`src/logic/fmul_pkg.sv`:
```
package fmul_pkg;

	// field element layout, radix 2^8 little-endian
	localparam int LIMBS = 32;
	localparam int LIMB_W = 8;

	// one column sum of the schoolbook product, 32 terms of at most 255*255*38
	localparam int COL_W = 32;

	// squeeze accumulator, column sum plus incoming carry
	localparam int CARRY_W = 40;

	// bus words per field element
	localparam int WORDS = 8;

	// word addresses on the 5-bit bus
	// operand a at 0..7, operand b at 8..15, result at 24..31
	localparam logic [4:0] ADR_A = 5'd0;
	localparam logic [4:0] ADR_B = 5'd8;
	localparam logic [4:0] ADR_CTRL = 5'd16;
	localparam logic [4:0] ADR_STAT = 5'd17;
	localparam logic [4:0] ADR_R = 5'd24;

	// status word bits
	localparam int STAT_BUSY = 0;
	localparam int STAT_DONE = 1;

	// one bus word of a field element
	// limb 4k+n of the element sits in byte n of word k
	typedef union packed {
		logic [31:0] raw;
		logic [3:0][LIMB_W-1:0] limbs;
	} fe_word_t;

endpackage
```
`src/logic/fmul_wb_regs.sv`:
```
`timescale 1ns/1ps

module fmul_wb_regs import fmul_pkg::*; (
	input  logic                    clk,
	input  logic                    rst,
	input  logic                    cyc,
	input  logic                    stb,
	input  logic                    we,
	input  logic [4:0]              adr,
	input  logic [31:0]             dat_w,
	input  logic [3:0]              sel,
	output logic [31:0]             dat_r,
	output logic                    ack,
	output logic                    pass_en,
	output logic [4:0]              pass_col,
	output logic [LIMBS*LIMB_W-1:0] op_a,
	output logic [LIMBS*LIMB_W-1:0] op_b,
	input  logic                    res_we,
	input  logic [2:0]              res_idx,
	input  fe_word_t                res_word,
	input  logic                    fin
);

	fe_word_t    a_w [WORDS];
	fe_word_t    b_w [WORDS];
	fe_word_t    r_w [WORDS];
	logic        busy;
	logic        done;
	logic        access;
	logic        wr;
	logic        hit_a;
	logic        hit_b;
	logic        hit_r;
	logic [31:0] stat;
	logic        start;

	// a transfer is taken on the first cycle of cyc and stb
	assign access = cyc & stb & ~ack;
	// full-word writes only
	assign wr = access & we & (&sel);

	// operand and result blocks decode on the upper address bits
	assign hit_a = (adr[4:3] == ADR_A[4:3]);
	assign hit_b = (adr[4:3] == ADR_B[4:3]);
	assign hit_r = (adr[4:3] == ADR_R[4:3]);

	// start only from idle
	assign start = wr & (adr == ADR_CTRL) & dat_w[0] & ~busy;

	always_comb begin
		stat = '0;
		stat[STAT_BUSY] = busy;
		stat[STAT_DONE] = done;
	end

	// operands leave through the limb view of each word
	always_comb begin
		for (int k = 0; k < WORDS; k++) begin
			for (int n = 0; n < 4; n++) begin
				op_a[(4*k + n)*LIMB_W +: LIMB_W] = a_w[k].limbs[n];
				op_b[(4*k + n)*LIMB_W +: LIMB_W] = b_w[k].limbs[n];
			end
		end
	end

	// ack pulses for one cycle per transfer
	always_ff @(posedge clk) begin
		if (rst)
			ack <= 1'b0;
		else
			ack <= access;
	end

	always_ff @(posedge clk) begin
		if (access) begin
			if (hit_a)
				dat_r <= a_w[adr[2:0]].raw;
			else if (hit_b)
				dat_r <= b_w[adr[2:0]].raw;
			else if (hit_r)
				dat_r <= r_w[adr[2:0]].raw;
			else if (adr == ADR_STAT)
				dat_r <= stat;
			else
				dat_r <= '0;
		end
		// operands are frozen while a multiply runs
		if (wr && !busy && hit_a)
			a_w[adr[2:0]].raw <= dat_w;
		if (wr && !busy && hit_b)
			b_w[adr[2:0]].raw <= dat_w;
	end

	// results read zero until the first operation ends
	always_ff @(posedge clk) begin
		if (rst) begin
			for (int k = 0; k < WORDS; k++) begin
				r_w[k] <= '0;
			end
		end else if (res_we) begin
			r_w[res_idx] <= res_word;
		end
	end

	// status and the column sequencer
	always_ff @(posedge clk) begin
		if (rst) begin
			busy <= 1'b0;
			done <= 1'b0;
			pass_en <= 1'b0;
			pass_col <= '0;
		end else begin
			if (start) begin
				busy <= 1'b1;
				done <= 1'b0;
				pass_en <= 1'b1;
				pass_col <= '0;
			end else if (pass_en) begin
				pass_col <= pass_col + 5'd1;
				// 32 columns back to back
				if (pass_col == 5'(LIMBS - 1))
					pass_en <= 1'b0;
			end
			if (fin) begin
				busy <= 1'b0;
				done <= 1'b1;
			end
		end
	end

endmodule

```
`config.mk`:
```
export PLATFORM = sky130hd
export DESIGN_NAME = fmul_wb_regs
export DESIGN_NICKNAME = d
export VERILOG_FILES = /design/src/logic/fmul_pkg.sv /design/src/logic/fmul_wb_regs.sv
export SDC_FILE = /design/constraint.sdc
export NUM_CORES = 1
export LEC_CHECK = 0
export ABC_AREA = 1
export BUFFER_PORTS_ARGS = -buffer_cell sky130_fd_sc_hd__buf_2
export CORE_MARGIN = 2
export CORE_UTILIZATION = 50
export CTS_CLUSTER_SIZE = 40
export DETAILED_ROUTE_END_ITERATION = 12
export PLACE_DENSITY = 0.73
export SLEW_MARGIN = 20
export SYNTH_ARGS = -nofsm -noshare
export SYNTH_HDL_FRONTEND = slang
export SYNTH_SLANG_ARGS = --single-unit
```
`constraint.sdc`:
```
create_clock -name clk -period 4.9 [get_ports clk]
set_clock_uncertainty 0.15 [all_clocks]
set_input_delay 0.49 -clock clk [delete_from_list [all_inputs] [get_ports clk]]
set_output_delay 0.49 -clock clk [all_outputs]
set_load 0.02 [all_outputs]
```
### Word-level counts from Yosys, hierarchy flattened

Memory sizes are Yosys's and may differ from the RTL's.
Cells that the tools add are included.

| operators by class | value |
|---|---|
| shifts and indexed selects | 0 |
| bitwise logic cells | 9 |
| $mul | 0 |
| equality and inequality tests | 5 |
| add/sub/neg operators | 1 |
| magnitude comparators | 0 |
| divide/modulo/power cells | 0 |
| reduce and logical (&&, ||, !) cells | 10 |
| multiplexer cells | 21 |

Operator list:

| operator | count |
|---|---|
| 32-bit 2-to-1 mux | 4 |
| 32-bit OR reduction | 1 |
| 5-bit equality test (second input constant) | 3 |
| 1-bit 2-to-1 mux | 15 |
| 1-bit AND | 7 |
| 5-bit by 1-bit adder with 5-bit output (second input constant) | 1 |
| 4-bit AND reduction | 1 |
| 2-bit OR reduction | 2 |
| 1-bit logical AND | 3 |
| 3-bit 2-to-1 mux | 1 |
| 2-bit by 1-bit equality test with 1-bit output (second input constant) | 1 |
| 2-bit equality test (second input constant) | 1 |
| 2-bit logical NOT | 1 |
| 2-bit 2-to-1 mux | 1 |
| 1-bit inverter | 2 |
| 2-bit nonzero test | 1 |
| 1-bit logical NOT | 1 |

| storage, ports and cells | value |
|---|---|
| bits of input ports | 83 |
| latch bits | 0 |
| word-level logic and storage cells | 55 |
| register bits after elaboration | 41 |
| RAM bits | 768 |
| ROM bits | 0 |
| memories kept | 3 |

Memory list:

| memory | depth | bits a word | rd ports | clocked after Yosys merged registers in | write ports | line | source |
|---|---|---|---|---|---|---|---|
| a_w | 8 | 32 | 9 | 0 | 1 | fmul_wb_regs.sv:24 | `fe_word_t a_w [WORDS];` |
| b_w | 8 | 32 | 9 | 0 | 1 | fmul_wb_regs.sv:25 | `fe_word_t b_w [WORDS];` |
| r_w | 8 | 32 | 1 | 0 | 8 | fmul_wb_regs.sv:26 | `fe_word_t r_w [WORDS];` |

### Depth between registers and ports, before layout

Gate-level depths: netlist of run 1.

| depth | value |
|---|---|
| word-level depth | 9 |
| depth in mapped cells | 10 |
| depth with buffers taken out | 7 |

### Worst setup path after synthesis of run 1

OpenSTA, ideal clock, no wires.

| path | value |
|---|---|
| path kind | in2reg |
| from | in cyc |
| to | mem a_w[0][0] in the netlist's numbering (enable) |
| path slack | 0.499 ns |
| path buffers | 0 |
| arrival | 3.830 ns |
| required time | 4.329 ns |
| stages | 6 |
| path through | nand2_1 nor2_1 nand3_1 inv_1 nand2_1 nor2_1 |

| on the way | value |
|---|---|
| cells in the longest elaborated chain, start to end | 8 |

Ends and longest elaborated chain:

| what | line | source |
|---|---|---|
| start: declaration | fmul_wb_regs.sv:6 | `input logic cyc,` |
| 1-bit AND (2 in a row) | fmul_wb_regs.sv:38 | `assign access = cyc & stb & ~ack;` |
| via access | fmul_wb_regs.sv:29 | `logic access;` |
| 1-bit AND (2 in a row) | fmul_wb_regs.sv:40 | `assign wr = access & we & (&sel);` |
| 1-bit logical AND (2 in a row) | fmul_wb_regs.sv:88 | `if (wr && !busy && hit_a)` |
| 1-bit 2-to-1 mux | fmul_wb_regs.sv:88 |  |
| 1-bit 2-to-1 mux (implied by the code) | fmul_wb_regs.sv:89 | `a_w[adr[2:0]].raw <= dat_w;` |
| end: declaration | fmul_wb_regs.sv:24 |  |

The timed path passes the listed nets, and every way through them passes these cells.

### Worst setup path after layout of run 1

| path | value |
|---|---|
| from | in stb |
| to | mem b_w[7][18] in the netlist's numbering (enable) |

| on the way | value |
|---|---|
| cells in the longest elaborated chain, start to end | 8 |

Ends and longest elaborated chain:

| what | line | source |
|---|---|---|
| start: declaration | fmul_wb_regs.sv:7 | `input logic stb,` |
| 1-bit AND (2 in a row) | fmul_wb_regs.sv:38 |  |
| via access | fmul_wb_regs.sv:29 |  |
| 1-bit AND (2 in a row) | fmul_wb_regs.sv:40 |  |
| 1-bit logical AND (2 in a row) | fmul_wb_regs.sv:90 | `if (wr && !busy && hit_b)` |
| 1-bit 2-to-1 mux | fmul_wb_regs.sv:90 |  |
| 1-bit 2-to-1 mux (implied by the code) | fmul_wb_regs.sv:91 | `b_w[adr[2:0]].raw <= dat_w;` |
| end: declaration | fmul_wb_regs.sv:25 |  |

The timed path passes the listed nets, and every way through them passes these cells.

==> flow_metrics.py, run 1 <==
metrics = {
    "sta": {
        "count_of_final_max_slew_check_failures": 0,
        "clock.fmax_mhz": 319.7,
        "holdWs_ns": 0.08769,
        "hold_violations": 0,
        "setup_viol": 0,
        "timing.final.crit_period_ns": 3.128,
        "finalCritPeriodShare_pct": 63.83,
        "aggregate_negative_setup_slack_ns": 0,
        "relSlewSlack_pct": 29.23,
        "rsz_0062_raised_after_global_routing": "false",
        "final.setup.worst_slack_ns": 1.772,
        "max_slew.worst_pin.slew_ns": 1.062,
    },
    "drt": {
        "detail_route.iter0.violations": 4377,
        "dr_total_vias": 25750,
        "final_antenna_net_count": 0,
        "vias_per_cell": 6.112,
        "drcViolationCount": 0,
        "first_drt_pass_iteration_count": 7,
        "final_routed_wirelength_across_all_metal_layers_um": 122000,
        "routed_wire_length_per_instance_um": 28.95,
    },
    "worst_setup_path": {
        "required_time_reported_for_the_critical_path_endpoint_ns": 5.08,
        "launch_instance_of_the_worst_register_to_register_path": "busy$_SDFFE_PP0P_",
        "startpoint": "stb",
        "setup.worst_path.end": "b_w[7][18]$_DFFE_PP_",
        "cp_num_cells": 9,
        "path_cells": "dlygate4sd3_1 > buf_2 > nand2_1 > nor2_4 > nand3_1 > inv_1 > nand2_1 > nor2_4 > buf_12",
        "critical_path.top_delay_family": "simple AND/OR/NAND/NOR gates",
        "reg2regPathDepth": 6,
        "cell_with_the_biggest_individual_delay_on_the_critical_path": "sky130_fd_sc_hd__nor2_4",
        "cp-start-kind": "primary input",
        "reg2reg_to": "b_w[7][18]$_DFFE_PP_",
        "critPathCaptureType": "flop",
        "register_to_register_setup_slack_ns": 1.93,
        "worst-path-max-fanout": 17,
        "path_class": "primary input to flop",
        "critical_path_buf_inv_count": 4,
        "slowest_stage_delay_on_critical_path_ns": 0.90,
        "critical_path_data_arrival_time_ns": 3.30,
    },
    "logic_synthesis": {
        "synth.yosys.warnings": 0,
        "synth_sequential_area_ratio_pct": 74.59,
        "netlist.area_leader.share_pct": 74.04,
        "synthesis.instances": 2679,
        "syn_avg_cell_area_um2": 12.11,
        "summed_instance_area_of_the_synthesized_netlist_um2": 32450,
        "ys_top_cells_by_area": "sky130_fd_sc_hd__edfxtp_1 74%, sky130_fd_sc_hd__nor2_1 6.6%, sky130_fd_sc_hd__nand2_1 5.4%",
        "synthArstFlopShare_pct": 0,
        "yosysUniqueCellTypes": 22,
        "synth_edf_count": 800,
        "synth_ff_type": "sky130_fd_sc_hd__edfxtp_1",
        "post-synth-top-area-cell": "sky130_fd_sc_hd__edfxtp_1",
        "ys_seq_elements": 809,
        "post_synth_net_total": 2764,
    },
    "die": {
        "chipWidth_um": 258.7,
        "effective_utilization_at_floorplan_pct": 50.42,
        "placementRows": 93,
        "core-area_um2": 64350,
        "fp.dieArea_um2": 66950,
        "die_y_um": 258.7,
        "ios": 634,
    },
    "global_routing": {
        "grt_antenna_before_repair": 10,
        "wire_length_of_the_first_global_routing_pass_um": 169800,
        "first_global_vias": 23440,
        "pin_count_of_the_biggest_net_entering_global_routing": 117,
        "globalRouteOverflowTotal": 0,
        "track_usage_pct": 35.45,
    },
    "placement": {
        "dp_slack_ns": 1.495,
        "dp.final_hpwl_um": 76120,
        "portBuffers": 633,
        "gp_congestion": 0.9432,
        "dpl.cell_count": 4056,
    },
    "power": {
        "vdd_ir_drop_max_v": 0.0002467,
        "power_leakage_uw": 0.01487,
        "p_per_area_nw_per_um2": 378.2,
    },
    "layout": {
        "final_core_util_pct": 61.09,
        "final_layout_size_suffix_gt1_share_pct": 24.80,
        "area_delta_synth_final_pct": 21.15,
        "nFillCells": 4934,
        "final_nets": 3374,
        "final_cell_count_no_fill": 4213,
    },
    "min_path": {
        "hold_wc_path_type": "primary input to flop",
    },
    "outcome": {
        "run_status": "finished clean",
    },
    "clocking": {
        "clkSinkCount": 809,
        "clock_tree.buffer_depth": 3,
        "postCtsResizedCells": 0,
        "tritoncts": "built",
        "cts.root.buffer_cell": "sky130_fd_sc_hd__clkbuf_16",
        "clock_transition_at_the_registers_of_the_reported_paths_ns": 0.06,
        "cts_htree_levels": 3,
        "clkLatencyLatePin_ns": 0.64,
        "cts-buffers-inserted": 82,
        "number_of_buffers_inserted_to_repair_setup_after_cts": 0,
    },
    "job": {
        "timing.max_cap.violations": 0,
    },
}
worst register-to-register path, cell delays in order (launching register included):
cell and delay, ns:
sky130_fd_sc_hd__dfxtp_1 0.36, sky130_fd_sc_hd__nor2_1 0.13, sky130_fd_sc_hd__nand3_1 0.22, sky130_fd_sc_hd__inv_1 0.14, sky130_fd_sc_hd__nand2_1 0.46, sky130_fd_sc_hd__nor2_4 0.91, sky130_fd_sc_hd__buf_12 0.28
how the worst min path moves through the flow:
stage | start | to | cells past startpoint
CTS | dat_w[24] | a_w[7][24]$_DFFE_PP_ | 1
global placement | pass_col[4]$_SDFFE_PP0P_ | pass_col[4]$_SDFFE_PP0P_ | 2
finish | dat_w[6] | b_w[5][6]$_DFFE_PP_ | 1
global route | dat_w[24] | a_w[7][24]$_DFFE_PP_ | 1
floorplan | done$_SDFFE_PP0P_ | done$_SDFFE_PP0P_ | 2
detailed placement | ack$_SDFF_PP0_ | ack$_SDFF_PP0_ | 1
logic make-up (layout without fill, tap and decap cells):
family	count (synthesis)	count (layout)	share of synthesized area (%)
xor gates and xnor gates	3	3	0.08099
buffers and inverters	239	915	3.289
AOI/OAI and AO/OA	309	309	5.229
other	0	3	0
adders and majority gates	2	2	0.07711
and+or+nand+nor	1317	1317	16.73
DFF	809	809	74.59
sequential cells by signal, indices dropped and copies added (netlist names):
signal	count
done	1
busy	1
r_w	256
b_w	256
dat_r	32
pass_en	1
ack	1
a_w	256
pass_col	5
power by group:
group | leakage, µW | switching [µW] | internal, µW
combinational | 0.00615 | 676 | 207
sequential | 0.00743 | 42.5 | 7760
clock | 0.00130 | 2710 | 3470
layout make-up:
type                       instances  area [µm²]  area share, %
sequential                       809       24200          61.57
multi-input combinational       1631        7327          18.64
timing repair buffer             691        3790          9.641
clock buffer                      93        2093          5.325
tap                              855        1070          2.721
clock inverter                    57       531.8          1.353
inverter                          74       287.8         0.7321
antenna                            3       7.507        0.01910
synthesized netlist by cell type (2+ instances only):
library cell and count:
sky130_fd_sc_hd__buf_4 14, sky130_fd_sc_hd__dfxtp_1 9, sky130_fd_sc_hd__edfxtp_1 800, sky130_fd_sc_hd__buf_2 68, sky130_fd_sc_hd__buf_1 14, sky130_fd_sc_hd__o21ai_0 161, sky130_fd_sc_hd__buf_6 4, sky130_fd_sc_hd__nand3_1 189
sky130_fd_sc_hd__nor2_1 567, sky130_fd_sc_hd__a21oi_1 88, sky130_fd_sc_hd__clkbuf_1 65, sky130_fd_sc_hd__xor2_1 2, sky130_fd_sc_hd__inv_1 73, sky130_fd_sc_hd__o211ai_1 60, sky130_fd_sc_hd__nand2_1 466, sky130_fd_sc_hd__nor3_1 2
sky130_fd_sc_hd__ha_1 2, sky130_fd_sc_hd__nand4_1 91
per-stage QoR:
| stage | total power, µW | area [µm²] |
|---|---|---|
| floorplan | 8433 | 32450 |
| global placement | 8783 | 36640 |
| detailed placement | 8803 | 36640 |
| CTS | 14850 | 39300 |
| global route | 15220 | 39310 |
| finish | 14870 | 39310 |
routing by layer:
metal / up-vias / global-route usage, % / share of wire, %
met4: 14 / 17.34 / 5.9
met1: 12280 / 47.71 / 34
met2: 2386 / 54.21 / 45
met5: - / 0 / 0.075
li1: 10700 / - / -
met3: 376 / 8.901 / 15
cells in the final DEF, fill, tap and decap left out, drive strengths merged:
cell type    count
nand4           91
buf            686
nor3             2
clkinv          46
bufinv           7
nor2           568
ha               2
xnor2            1
and3             1
o21ai          161
xor2             2
nand2          466
o211ai          60
a21oi           88
nand3          189
dlygate4sd3      4
clkbuf          94
clkinvlp         1
dfxtp            9
diode            3
inv             77
edfxtp         800
timing repair:
action	in CTS	in global routing
hold endpoints to repair	4	0
endpoints found under the setup margin	0	0
hold buffers	4	0
(Power assumes the default switching activity.)
==> run 2, diff against run 1 <==
--- a/config.mk
+++ b/config.mk
@@ -5,13 +5,13 @@
 export SDC_FILE = /design/constraint.sdc
 export NUM_CORES = 1
 export LEC_CHECK = 0
-export ABC_AREA = 1
+export ABC_AREA = 0
 export BUFFER_PORTS_ARGS = -buffer_cell sky130_fd_sc_hd__buf_2
 export CORE_MARGIN = 2
 export CORE_UTILIZATION = 50
 export CTS_CLUSTER_SIZE = 40
 export DETAILED_ROUTE_END_ITERATION = 12
-export PLACE_DENSITY = 0.73
+export PLACE_DENSITY = 0.76
 export SLEW_MARGIN = 20
 export SYNTH_ARGS = -nofsm -noshare
 export SYNTH_HDL_FRONTEND = slang
==> constraint.sdc (replaced) <==
create_clock -name clk -period 2.5 [get_ports clk]
set_clock_uncertainty 0.15 [all_clocks]
set_input_delay 0.25 -clock clk [delete_from_list [all_inputs] [get_ports clk]]
set_output_delay 0.25 -clock clk [all_outputs]
set_load 0.02 [all_outputs]
==> run 2 against run 1 <==
Compared with the run above: clock-buffer cell count unchanged; synthesized cell count decreased by 38%; critical path type is now flop to flop; design area increased by 5.9%; global-route usage decreased by 3.0 points; die area increased by 0.78%; synthesized area increased by 0.79%; cell count decreased by 19%; setup slack got worse by 1.7 ns; critical endpoint is now b_w[0][27]$_DFFE_PP_.
==> flow_metrics.py, run 2 <==
metrics = {
    "outcome": {
        "run_status": "finished clean",
    },
    "power": {
        "power_leakage_uw": 0.01533,
        "power.total_uw": 29020,
        "p_per_area_nw_per_um2": 697.3,
        "vdd_ir_drop_max_v": 0.0004497,
    },
    "min_path": {
        "hold_path.startpoint": "adr[3]",
        "hold_wc_path_type": "primary input to flop",
        "holdPathEnd": "dat_r[0]$_DFFE_PN_",
        "whs_path_depth": 3,
    },
    "worst_setup_path": {
        "path_cells": "nand3b_1 > or4_4 > or2_4 > nor3_4 > buf_12 > clkbuf_16",
        "slowest_stage_delay_on_critical_path_ns": 0.58,
        "cp-start-kind": "flop",
        "reg2regPathDepth": 6,
        "required_time_reported_for_the_critical_path_endpoint_ns": 2.66,
        "reg2reg_to": "b_w[0][27]$_DFFE_PP_",
        "critPathCaptureType": "flop",
        "worst-path-max-fanout": 12,
        "register_to_register_setup_slack_ns": 0.06,
        "launch_instance_of_the_worst_register_to_register_path": "ack$_SDFF_PP0_",
        "cell_with_the_biggest_individual_delay_on_the_critical_path": "sky130_fd_sc_hd__or4_4",
        "critical_path_data_arrival_time_ns": 2.60,
        "path_class": "flop to flop",
    },
    "logic_synthesis": {
        "synth.top_cells.by_count": "800 x sky130_fd_sc_hd__edfxtp_1, 257 x sky130_fd_sc_hd__and2_1, 172 x sky130_fd_sc_hd__mux4_2, 105 x sky130_fd_sc_hd__mux2i_1, 45 x sky130_fd_sc_hd__clkbuf_1",
        "synth_edf_count": 800,
        "summed_instance_area_of_the_synthesized_netlist_um2": 32700,
        "ys_seq_elements": 809,
        "synth_sequential_area_ratio_pct": 74.01,
        "synth.yosys.warnings": 0,
        "post-synth-top-area-cell": "sky130_fd_sc_hd__edfxtp_1",
        "ys_top_cells_by_area": "sky130_fd_sc_hd__edfxtp_1 73%, sky130_fd_sc_hd__mux4_2 12%, sky130_fd_sc_hd__and2_1 4.9%",
        "synthArstFlopShare_pct": 0,
        "yosysMostFrequentCell": "sky130_fd_sc_hd__edfxtp_1",
        "post_synth_net_total": 1740,
        "synthesis.instances": 1655,
        "netlist.area_leader.share_pct": 73.46,
        "yosysUniqueCellTypes": 43,
        "synth_ff_type": "sky130_fd_sc_hd__edfxtp_1",
        "syn_avg_cell_area_um2": 19.76,
    },
    "sta": {
        "count_of_final_max_slew_check_failures": 0,
        "hold_violations": 0,
        "timing.final.crit_period_ns": 2.437,
        "relSlewSlack_pct": 53.76,
        "finalCritPeriodShare_pct": 97.47,
        "setup_viol": 0,
        "max_slew.worst_pin.slew_ns": 0.6912,
        "holdWs_ns": 0.04983,
        "clock.fmax_mhz": 410.4,
        "rsz_0062_raised_after_global_routing": "false",
    },
    "clocking": {
        "cts-buffers-inserted": 79,
        "tritoncts": "built",
        "clkSinkCount": 809,
        "clock_tree.buffer_depth": 3,
        "clock_transition_at_the_registers_of_the_reported_paths_ns": 0.06,
        "cts_htree_levels": 3,
        "clkLatencyLatePin_ns": 0.62,
        "cts.root.buffer_cell": "sky130_fd_sc_hd__clkbuf_16",
    },
    "drt": {
        "final_routed_wirelength_across_all_metal_layers_um": 111300,
        "dr_total_vias": 20920,
        "routed_wire_length_per_instance_um": 32.58,
        "detail_route.iter0.violations": 2946,
        "vias_per_cell": 6.125,
        "final_antenna_net_count": 0,
        "first_drt_pass_iteration_count": 5,
        "drcViolationCount": 0,
    },
    "job": {
        "timing.max_cap.violations": 0,
    },
    "die": {
        "effective_utilization_at_floorplan_pct": 50.64,
        "die_y_um": 259.8,
        "ios": 634,
        "placementRows": 93,
        "fp.dieArea_um2": 67470,
        "core-area_um2": 64580,
        "chipWidth_um": 259.8,
    },
    "layout": {
        "final_cell_count_no_fill": 3416,
        "nFillCells": 4329,
        "multiInputGateArea_um2": 8173,
        "layout.cells.most_common_list": "800 x sky130_fd_sc_hd__edfxtp_1, 630 x sky130_fd_sc_hd__buf_2, 257 x sky130_fd_sc_hd__and2_1",
        "final_layout_size_suffix_gt1_share_pct": 44.42,
        "area_delta_synth_final_pct": 27.26,
        "final_core_util_pct": 64.44,
        "final_nets": 2574,
        "layout_commonest_cell": "sky130_fd_sc_hd__edfxtp_1",
        "seqCellArea_um2": 24200,
    },
    "global_routing": {
        "grt_antenna_before_repair": 13,
        "wire_length_of_the_first_global_routing_pass_um": 153100,
        "globalRouteOverflowTotal": 0,
        "track_usage_pct": 32.41,
        "pin_count_of_the_biggest_net_entering_global_routing": 68,
        "first_global_vias": 20640,
    },
    "placement": {
        "gp_congestion": 0.9308,
        "dp.final_hpwl_um": 75820,
        "dpl.cell_count": 3189,
        "portBuffers": 633,
    },
}
run 2: cell type report:
class / count / share of cell area, %
multi-input combinational: 746 / 19.64
antenna: 8 / 0.04810
timing repair buffer: 850 / 13.46
clock inverter: 52 / 1.173
sequential: 809 / 58.16
tap: 855 / 2.571
clock buffer: 93 / 4.928
inverter: 3 / 0.02706
run 2: worst max-delay path by stage:
| stage | from | to | cells after the start |
|---|---|---|---|
| detailed placement | adr[0] | dat_r[14]$_DFFE_PN_ | 7 |
| finish | ack$_SDFF_PP0_ | b_w[0][27]$_DFFE_PP_ | 6 |
| floorplan | ack$_SDFF_PP0_ | a_w[0][0]$_DFFE_PP_ | 4 |
| CTS | ack$_SDFF_PP0_ | b_w[0][18]$_DFFE_PP_ | 6 |
| global route | ack$_SDFF_PP0_ | b_w[0][17]$_DFFE_PP_ | 6 |
| global placement | adr[0] | dat_r[14]$_DFFE_PN_ | 7 |
run 2: timing repair:
action                                  in CTS  in global routing
resized for setup                            1                  3
hold endpoints to repair                   772                  0
hold buffers                                69                  0
endpoints found under the setup margin      54                 52
cloned                                       0                  2
pin swaps                                    1                  2
buffers inserted                             1                  2
run 2: logic make-up (layout without fill, tap and decap cells):
kind of cell,after synthesis,count (layout),synth area share [%]
DFF,809,809,74.01
xor gates and xnor gates,3,3,0.08036
other,0,8,0
buffers and inverters,100,998,1.622
AOI/OAI and AO/OA,109,109,2.330
and+or+nand+nor,335,335,6.137
adders and majority gates,2,2,0.07650
muxes,297,297,15.75
run 2: report_power, final:
part	internal [µW]	switching [µW]
Combinational	840	1080
Sequential	15200	99.6
Clock	6730	5050
Total	22800	6230
run 2: worst max-delay path: cells and delay by family (launching register included):
family	cells	cell delay [ns]
flip-flops	1	0.32
buffers and inverters	2	0.35
AND/OR/NAND/NOR	4	1.30
run 2: layer usage:
| layer | vias up | part of all wire, % | GRT usage, % |
|---|---|---|---|
| met2 | 1662 | 47 | 51.20 |
| met4 | 10 | 5.3 | 15.15 |
| met3 | 313 | 13 | 9.786 |
| li1 | 8311 | - | - |
| met1 | 10630 | 35 | 41.43 |
| met5 | - | 0.051 | 0 |
run 2: stage by stage:
step | setup WS, ns | area [µm²] | TNS [ns]
after floorplan | -0.3261 | 32860 | -24.22
after global placement | -0.3689 | 38240 | -0.8627
final | 0.06336 | 41620 | 0
after global routing | 0.01098 | 41610 | 0
after CTS | 0.04384 | 41500 | 0
after detailed placement | -0.3702 | 38240 | -1.555
